--- config.mk ---
export PLATFORM = sky130hd
export DESIGN_NAME = core_top
export DESIGN_NICKNAME = d
export VERILOG_FILES = /design/src/rv_pkg.sv /design/src/core_top.sv /design/src/reg_file.sv /design/src/alu_exec.sv /design/src/decoder.sv /design/src/fetch_unit.sv
export SDC_FILE = /design/constraint.sdc
export NUM_CORES = 2
export LEC_CHECK = 0
export BUFFER_PORTS_ARGS = -buffer_cell sky130_fd_sc_hd__buf_2
export CAP_MARGIN = 10
export CORE_UTILIZATION = 45
export DETAILED_ROUTE_END_ITERATION = 8
export MAX_ROUTING_LAYER = met4
export PLACE_DENSITY = 0.58
export SETUP_SLACK_MARGIN = 0.5
export SLEW_MARGIN = 20
export SYNTH_ARGS = -nofsm -noshare
export SYNTH_HDL_FRONTEND = slang
export SYNTH_SLANG_ARGS = --single-unit
--- constraint.sdc ---
create_clock -name clk -period 8.6 [get_ports clk]
set_input_delay 0.86 -clock clk [delete_from_list [all_inputs] [get_ports clk]]
set_output_delay 0.86 -clock clk [all_outputs]
set_load 0.05 [all_outputs]
--- src/rv_pkg.sv ---
package rv_pkg;

	typedef logic [31:0] xlen_t;
	typedef logic [4:0] reg_idx_t;

	// rv32i major opcodes.
	localparam logic [6:0] opc_op = 7'b0110011;
	localparam logic [6:0] opc_op_imm = 7'b0010011;
	localparam logic [6:0] opc_lui = 7'b0110111;
	localparam logic [6:0] opc_auipc = 7'b0010111;
	localparam logic [6:0] opc_branch = 7'b1100011;
	localparam logic [6:0] opc_jal = 7'b1101111;
	localparam logic [6:0] opc_jalr = 7'b1100111;
	localparam logic [6:0] opc_system = 7'b1110011;

	localparam xlen_t ebreak_inst = 32'h00100073; // full word, no other system op is kept.

	typedef enum logic [3:0] {
		op_alu,
		op_alu_imm,
		op_lui,
		op_auipc,
		op_branch,
		op_jal,
		op_jalr,
		op_halt,
		op_illegal
	} op_e;

	typedef enum logic [3:0] {
		alu_add,
		alu_sub,
		alu_sll,
		alu_slt,
		alu_sltu,
		alu_xor,
		alu_srl,
		alu_sra,
		alu_or,
		alu_and
	} alu_fn_e;

	typedef struct packed {
		op_e op;
		alu_fn_e alu_fn;
		logic [2:0] funct3; // branch compare select.
		reg_idx_t rd;
		reg_idx_t rs1;
		reg_idx_t rs2;
		xlen_t imm;
		logic rd_wen;
	} decoded_t;

	// one retired instruction.
	typedef struct packed {
		xlen_t pc;
		reg_idx_t rd;
		xlen_t data;
		logic wen;
	} retire_t;

endpackage
--- src/core_top.sv ---
`timescale 1ns/1ps
module core_top #(
	parameter rv_pkg::xlen_t RESET_PC = 32'h80000000
) (
	input logic clk,
	input logic rst_n,
	input logic arready,
	input logic rvalid,
	input rv_pkg::xlen_t rdata,
	output logic arvalid,
	output rv_pkg::xlen_t araddr,
	output logic retire_valid,
	output rv_pkg::retire_t retire,
	output logic finished,
	output rv_pkg::xlen_t halt_ret
);

	rv_pkg::xlen_t inst;
	rv_pkg::xlen_t pc;
	rv_pkg::xlen_t next_pc;
	rv_pkg::xlen_t src1;
	rv_pkg::xlen_t src2;
	rv_pkg::xlen_t result;
	rv_pkg::decoded_t dec;
	logic inst_valid;
	logic halt_req;

	fetch_unit #(
		.RESET_PC(RESET_PC)
	) fetch_i (
		.clk(clk),
		.rst_n(rst_n),
		.arready(arready),
		.rvalid(rvalid),
		.rdata(rdata),
		.next_pc(next_pc),
		.halt_req(halt_req),
		.arvalid(arvalid),
		.araddr(araddr),
		.inst(inst),
		.pc(pc),
		.inst_valid(inst_valid)
	);

	decoder decode_i (
		.inst(inst),
		.dec(dec)
	);

	alu_exec exec_i (
		.dec(dec),
		.pc(pc),
		.src1(src1),
		.src2(src2),
		.result(result),
		.next_pc(next_pc)
	);

	reg_file rf_i (
		.clk(clk),
		.rst_n(rst_n),
		.raddr1(dec.rs1),
		.raddr2(dec.rs2),
		.wr(retire),
		.wr_valid(inst_valid),
		.rdata1(src1),
		.rdata2(src2),
		.a0(halt_ret)
	);

	assign halt_req = (dec.op == rv_pkg::op_halt);

	// retires in the rvalid cycle itself.
	assign retire_valid = inst_valid;
	assign retire = '{pc: pc, rd: dec.rd, data: result, wen: dec.rd_wen};

	always_ff @(posedge clk) begin
		if (!rst_n) begin
			finished <= 1'b0;
		end else if (inst_valid && halt_req) begin
			finished <= 1'b1; // sticky until reset.
		end
	end

endmodule

--- src/reg_file.sv ---
`timescale 1ns/1ps
module reg_file (
	input logic clk,
	input logic rst_n,
	input rv_pkg::reg_idx_t raddr1,
	input rv_pkg::reg_idx_t raddr2,
	input rv_pkg::retire_t wr,
	input logic wr_valid,
	output rv_pkg::xlen_t rdata1,
	output rv_pkg::xlen_t rdata2,
	output rv_pkg::xlen_t a0
);

	rv_pkg::xlen_t regs [32];

	always_ff @(posedge clk) begin
		if (!rst_n) begin
			for (int i = 0; i < 32; i++) begin
				regs[i] <= '0;
			end
		end else if (wr_valid && wr.wen && wr.rd != '0) begin
			regs[wr.rd] <= wr.data;
		end
	end

	// x0 reads as zero.
	assign rdata1 = (raddr1 == '0) ? '0 : regs[raddr1];
	assign rdata2 = (raddr2 == '0) ? '0 : regs[raddr2];

	assign a0 = regs[10]; // x10.

endmodule

--- src/alu_exec.sv ---
`timescale 1ns/1ps
module alu_exec (
	input rv_pkg::decoded_t dec,
	input rv_pkg::xlen_t pc,
	input rv_pkg::xlen_t src1,
	input rv_pkg::xlen_t src2,
	output rv_pkg::xlen_t result,
	output rv_pkg::xlen_t next_pc
);

	rv_pkg::xlen_t op_b;
	rv_pkg::xlen_t alu_out;
	rv_pkg::xlen_t pc_plus4;
	rv_pkg::xlen_t pc_imm;
	rv_pkg::xlen_t jalr_tgt;
	logic [4:0] shamt;
	logic taken;

	assign op_b = (dec.op == rv_pkg::op_alu) ? src2 : dec.imm;
	assign shamt = op_b[4:0];
	assign pc_plus4 = pc + 32'd4;
	assign pc_imm = pc + dec.imm; // branch and jal target, auipc value.
	assign jalr_tgt = (src1 + dec.imm) & ~32'd1;

	always_comb begin
		case (dec.alu_fn)
			rv_pkg::alu_add: alu_out = src1 + op_b;
			rv_pkg::alu_sub: alu_out = src1 - op_b;
			rv_pkg::alu_sll: alu_out = src1 << shamt;
			rv_pkg::alu_slt: alu_out = {31'b0, $signed(src1) < $signed(op_b)};
			rv_pkg::alu_sltu: alu_out = {31'b0, src1 < op_b};
			rv_pkg::alu_xor: alu_out = src1 ^ op_b;
			rv_pkg::alu_srl: alu_out = src1 >> shamt;
			rv_pkg::alu_sra: alu_out = $signed(src1) >>> shamt;
			rv_pkg::alu_or: alu_out = src1 | op_b;
			rv_pkg::alu_and: alu_out = src1 & op_b;
			default: alu_out = '0;
		endcase
	end

	always_comb begin
		case (dec.funct3)
			3'b000: taken = (src1 == src2); // beq.
			3'b001: taken = (src1 != src2);
			3'b100: taken = ($signed(src1) < $signed(src2));
			3'b101: taken = ($signed(src1) >= $signed(src2));
			3'b110: taken = (src1 < src2);
			3'b111: taken = (src1 >= src2); // bgeu.
			default: taken = 1'b0;
		endcase
	end

	always_comb begin
		result = alu_out;
		next_pc = pc_plus4;
		case (dec.op)
			rv_pkg::op_lui: result = dec.imm;
			rv_pkg::op_auipc: result = pc_imm;
			rv_pkg::op_jal: begin
				result = pc_plus4; // link.
				next_pc = pc_imm;
			end
			rv_pkg::op_jalr: begin
				result = pc_plus4;
				next_pc = jalr_tgt;
			end
			rv_pkg::op_branch: begin
				if (taken) begin
					next_pc = pc_imm;
				end
			end
			default: ;
		endcase
	end

endmodule

--- src/decoder.sv ---
`timescale 1ns/1ps
module decoder (
	input rv_pkg::xlen_t inst,
	output rv_pkg::decoded_t dec
);

	logic [6:0] opcode;
	logic [2:0] funct3;
	logic [6:0] funct7;
	logic f7_std;
	logic f7_alt;
	logic r_ok;
	logic i_ok;
	rv_pkg::xlen_t imm_i;
	rv_pkg::xlen_t imm_b;
	rv_pkg::xlen_t imm_u;
	rv_pkg::xlen_t imm_j;

	function automatic rv_pkg::alu_fn_e alu_fn_of(input logic [2:0] f3, input logic alt);
		case (f3)
			3'b000: return alt ? rv_pkg::alu_sub : rv_pkg::alu_add;
			3'b001: return rv_pkg::alu_sll;
			3'b010: return rv_pkg::alu_slt;
			3'b011: return rv_pkg::alu_sltu;
			3'b100: return rv_pkg::alu_xor;
			3'b101: return alt ? rv_pkg::alu_sra : rv_pkg::alu_srl;
			3'b110: return rv_pkg::alu_or;
			default: return rv_pkg::alu_and;
		endcase
	endfunction

	assign opcode = inst[6:0];
	assign funct3 = inst[14:12];
	assign funct7 = inst[31:25];
	assign f7_std = (funct7 == 7'b0000000);
	assign f7_alt = (funct7 == 7'b0100000);

	// alternate funct7 only for sub and sra.
	assign r_ok = f7_std || (f7_alt && (funct3 == 3'b000 || funct3 == 3'b101));
	// immediate shifts carry funct7 in the upper immediate bits.
	assign i_ok = (funct3 == 3'b001) ? f7_std :
		(funct3 == 3'b101) ? (f7_std || f7_alt) : 1'b1;

	assign imm_i = {{20{inst[31]}}, inst[31:20]};
	assign imm_b = {{19{inst[31]}}, inst[31], inst[7], inst[30:25], inst[11:8], 1'b0};
	assign imm_u = {inst[31:12], 12'b0};
	assign imm_j = {{11{inst[31]}}, inst[31], inst[19:12], inst[20], inst[30:21], 1'b0};

	always_comb begin
		dec.op = rv_pkg::op_illegal;
		dec.alu_fn = rv_pkg::alu_add;
		dec.funct3 = funct3;
		dec.rd = inst[11:7];
		dec.rs1 = inst[19:15];
		dec.rs2 = inst[24:20];
		dec.imm = imm_i;
		case (opcode)
			rv_pkg::opc_op: if (r_ok) begin
				dec.op = rv_pkg::op_alu;
				dec.alu_fn = alu_fn_of(funct3, funct7[5]);
			end
			rv_pkg::opc_op_imm: if (i_ok) begin
				dec.op = rv_pkg::op_alu_imm;
				dec.alu_fn = alu_fn_of(funct3, funct7[5] && funct3 == 3'b101); // no subi.
			end
			rv_pkg::opc_lui: begin
				dec.op = rv_pkg::op_lui;
				dec.imm = imm_u;
			end
			rv_pkg::opc_auipc: begin
				dec.op = rv_pkg::op_auipc;
				dec.imm = imm_u;
			end
			rv_pkg::opc_branch: if (funct3 != 3'b010 && funct3 != 3'b011) begin
				dec.op = rv_pkg::op_branch;
				dec.imm = imm_b;
			end
			rv_pkg::opc_jal: begin
				dec.op = rv_pkg::op_jal;
				dec.imm = imm_j;
			end
			rv_pkg::opc_jalr: if (funct3 == 3'b000) begin
				dec.op = rv_pkg::op_jalr;
			end
			rv_pkg::opc_system: if (inst == rv_pkg::ebreak_inst) begin
				dec.op = rv_pkg::op_halt;
			end
			default: ;
		endcase
		// only writing classes, and never x0.
		dec.rd_wen = (dec.op inside {rv_pkg::op_alu, rv_pkg::op_alu_imm, rv_pkg::op_lui,
			rv_pkg::op_auipc, rv_pkg::op_jal, rv_pkg::op_jalr}) && (dec.rd != '0);
	end

endmodule

--- src/fetch_unit.sv ---
`timescale 1ns/1ps
module fetch_unit #(
	parameter rv_pkg::xlen_t RESET_PC = 32'h80000000
) (
	input logic clk,
	input logic rst_n,
	input logic arready,
	input logic rvalid,
	input rv_pkg::xlen_t rdata,
	input rv_pkg::xlen_t next_pc,
	input logic halt_req,
	output logic arvalid,
	output rv_pkg::xlen_t araddr,
	output rv_pkg::xlen_t inst,
	output rv_pkg::xlen_t pc,
	output logic inst_valid
);

	typedef enum logic [1:0] {
		st_boot,
		st_req,
		st_wait,
		st_park
	} state_e;

	state_e state;
	rv_pkg::xlen_t pc_q;

	always_ff @(posedge clk) begin
		if (!rst_n) begin
			state <= st_boot;
			pc_q <= RESET_PC;
		end else begin
			case (state)
				st_boot: state <= st_req; // first fetch after reset.
				st_req: begin
					if (arready) begin
						state <= st_wait;
					end
				end
				st_wait: begin
					if (rvalid) begin
						pc_q <= next_pc;
						state <= halt_req ? st_park : st_req;
					end
				end
				default: state <= st_park; // stays here until reset.
			endcase
		end
	end

	assign arvalid = (state == st_req);
	assign araddr = pc_q; // only moves on retire, so stable under back-pressure.

	// rvalid outside a pending request is ignored.
	assign inst_valid = rvalid && (state == st_wait);
	assign inst = rdata;
	assign pc = pc_q;

endmodule

==> results.ini <==
[run_status]
status = complete, but fails checks
violations = design-rule violations

[power]
p_leak_nw = 30.57
total_power_mw = 15.43
ir_drop_mv = 0.2133
power_frac_seq_pct = 38.4
switching_share_pct = 35.63
power.internal_mw = 9.929
power_frac_comb_pct = 30.3
net-switching-power_mw = 5.497
clkPwrFrac_pct = 31.3
power_density_nw_per_um2 = 195.3

[worst_setup_path]
timing.critical_path.to_type = output pin
worstReg2RegStart = rf_i.regs[10][1]
cp_num_buf_inv = 6
critical-path-top-delay-family = compound AO/OA/AOI/OAI gates
slowest_stage = mux4_2
cp_slowest_stage_delay_ns = 0.57
reg2reg_to = rf_i.regs[12][31]
critPathArrivalTime_ns = 7.22
worstPathMaxFanout = 47
crit_path_start_kind = input port
path_class = input port to output pin
required_ns = 7.74
crit_chain = buf_8, buf_12, mux4_2, mux4_2, a22oi_2, inv_2, ha_1, o21a_1, o21ai_0, a21oi_1, o31a_1, nand3_1, a21oi_1, o41a_1, xnor2_1, nor2_1, a2111oi_2, o221a_2, buf_12, inv_2, buf_2
reg2reg_slack_ns = 1.93
reg2regPathDepth = 22

[sta]
rsz0062_at_grt = yes
worst_pin_slew_ns = 1.244
fin_crit_sh_pct = 93.97
finalSetupViolations = 0
slew_headroom_pct = 17.08
finalSetupTns_ns = 0
timing.fmax_mhz = 123.7
slew_viol_final = 0
period_needed_ns = 8.081
finalHoldViolCount = 0
setup_ws_ns = 0.5185
skew_ns = 0.1136

[final_layout]
fin_cells = 8644
area_growth_pct = 12.92
final_layout_size_suffix_gt1_share_pct = 23.97
fill_cells = 13828
stdcell_area_um2 = 79000
final_nets = 6728

[drt]
drc = 88
ant_nets = 0
avgRoutedWirePerCell_um = 39.48
wl_um = 341200
drt_iter0_drc = 8683
avgViaCountPerCell = 6.915
first_pass_iters = 9
via_count = 59775

[yosys]
synth-async-reset-ratio_pct = 0
syn_avg_cell_area_um2 = 11.12
synthFlopType = edfxtp_1
netlist_area_um2 = 69960
yosysWarnings = 0
syn_inst = 6291
ys_seq_elements = 1059
yosysUniqueCellTypes = 116
ys_seq_area_share_pct = 44.96
synth-edff-count = 1024

[clocking]
hold_buffers = 0
cts_buffers = 113
root_buffer = clkbuf_16
ctsHtreeMaxLevel = 3
clk_latency_ns = 0.81
cts.path.max_buffers = 3
clk_pin_slew_ns = 0.07
cts_tree = done
cts_num_sinks = 1059

[global_routing]
grt_first_pass_wirelength_um = 462400
grt_pass1_vias = 57489
overflow = 0
track_usage_pct = 43.90
antenna_found_initial = 11
grt_max_degree = 86

[place]
routabilityCongestion = 1.051
place_ws_ns = 0.2512
place.port_buffers = 172
place_area_um2 = 75120
dp.cells = 8415
hpwlAfterDp_um = 236700

[floorplanning]
die_area_um2 = 157000
start_util_pct = 45.36
die_y_um = 396.3
die-width_um = 396.3
pin_count = 173
core-area_um2 = 154200
row_count = 144

[hold_path]
hold_path_end = fetch_i.state[1]
whs_path_depth = 3
hp-class = input port to flip-flop
holdCritStartpoint = arready

[run]
cap_violations = 0

-- repair_timing --
item	4_1_cts	5_1_grt
cloned	1	2
buffers inserted	0	6
pin swaps	0	4
endpoints found under the setup margin	2	12
gates resized for setup	3	22
-- cells in the final DEF (no fill, tap or decap), drive strengths merged, types with 119 or more instances in the layout --
| cell | synthesis | final |
|---|---|---|
| nor2 | 1228 | 1228 |
| a21oi | 253 | 253 |
| inv | 172 | 174 |
| clkbuf | 266 | 139 |
| nand3 | 119 | 119 |
| nand2 | 395 | 395 |
| o21ai | 207 | 207 |
| mux4 | 434 | 434 |
| edfxtp | 1024 | 1024 |
| buf | 325 | 645 |
| ha | 193 | 193 |
| mux2i | 218 | 218 |
-- power groups by stage --
stage	logic (mW)	registers, mW	clock network [mW]
floorplan	2.56	6.02	0
global placement	4.51	6.02	0
detailed placement	4.50	6.03	0
CTS	4.52	5.92	4.82
global route	4.81	5.94	5.00
finish	4.67	5.93	4.83
-- area by class of cell --
class	instances	area [um^2]	share of cell area [%]
Inverter	173	649.4	0.8220
Tap cell	2044	2557	3.237
Antenna cell	12	30.03	0.03801
Clock inverter	72	619.3	0.7840
Multi-Input combinational cell	4499	35660	45.14
Timing Repair Buffer	649	5119	6.479
Clock buffer	136	2914	3.689
Sequential cell	1059	31450	39.81
-- through the flow --
step	utilization, %	hold WS (ns)
floorplan	-	0.4718
global placement	48.71	0.4514
detailed placement	48.71	0.4642
CTS	51.03	0.3511
global route	51.21	0.3928
finish	51.22	0.3881
-- cells by family (layout without fill, tap and decap cells) --
logic type               after synthesis  count (layout)  synth area share (%)
AO/OA/AOI/OAI                       1250            1250                 12.60
XOR/XNOR                              89              89                 1.114
adder cells (fa/ha/maj)              197             197                 3.566
buffers and inverters                764            1030                 5.158
flip-flops                          1059            1059                 44.96
multiplexers                         770             770                 19.01
other                                  1              44              0.005360
AND/OR/NAND/NOR                     2161            2161                 13.59
-- registers in the layout, indices dropped and copies added, names as in the netlist --
register / flops
fetch_i.araddr: 32
rf_i.regs: 1024
finished: 1
fetch_i.state: 2
-- cell usage after synthesis (all sizes together), types with 36 or more instances --
library cell	instances	area, um^2
a2111oi	51	452.9
a211oi	104	810.8
a21o	37	277.8
a21oi	253	1277
a22o	47	411.6
a22oi	49	397.9
a31oi	55	359.1
and3	41	256.5
buf	325	1961
clkbuf	266	998.5
edfxtp	1024	30750
ha	193	2415
inv	172	645.6
mux2	118	1329
mux2i	218	2195
mux4	434	9774
nand2	395	1485
nand2b	36	225.2
nand3	119	595.6
nor2	1228	4617
nor2b	76	483.0
nor3	61	321.6
o211ai	87	663.1
o21ai	207	1055
o22ai	65	420.4
or3	37	231.5
xnor2	57	499.2
-- worst reg2reg max path, cell delays in order, from the launching register on --
cell and delay [ns]:
edfxtp_1 0.47, mux4_2 0.51, mux2i_1 0.21, or3_1 0.15
and4_1 0.47, mux2i_4 0.18, ha_1 0.38, or2_2 0.36
a21oi_1 0.34, o211ai_1 0.22, o41a_1 0.40, o211ai_1 0.18
buf_4 0.17, a31oi_1 0.09, buf_4 0.21, o211ai_1 0.32
a31oi_1 0.15, mux2i_1 0.15, a2111oi_2 0.38, o221a_2 0.39
buf_12 0.17, buf_4 0.33, nor2_1 0.14
-- layer usage --
metal / share of wire, % / GRT usage, % / up-vias
li1: - / - / 24170
met1: 35 / 51.84 / 30086
met2: 46 / 66.68 / 4456
met3: 11 / 10.22 / 1063
met4: 8.3 / 30.12 / 0
met5: 0 / - / -
-- worst max path at each step --
stage,to,depth (start not counted),start,slack (ns)
after floorplan,retire[15],26,rdata[20],0.50
after global placement,retire[31],23,rdata[20],0.13
after detailed placement,retire[31],23,rdata[20],0.25
after CTS,retire[31],21,rdata[21],0.45
after global routing,retire[15],25,rdata[25],0.46
final,retire[32],21,rdata[15],0.52
(Power assumes the default switching activity.)
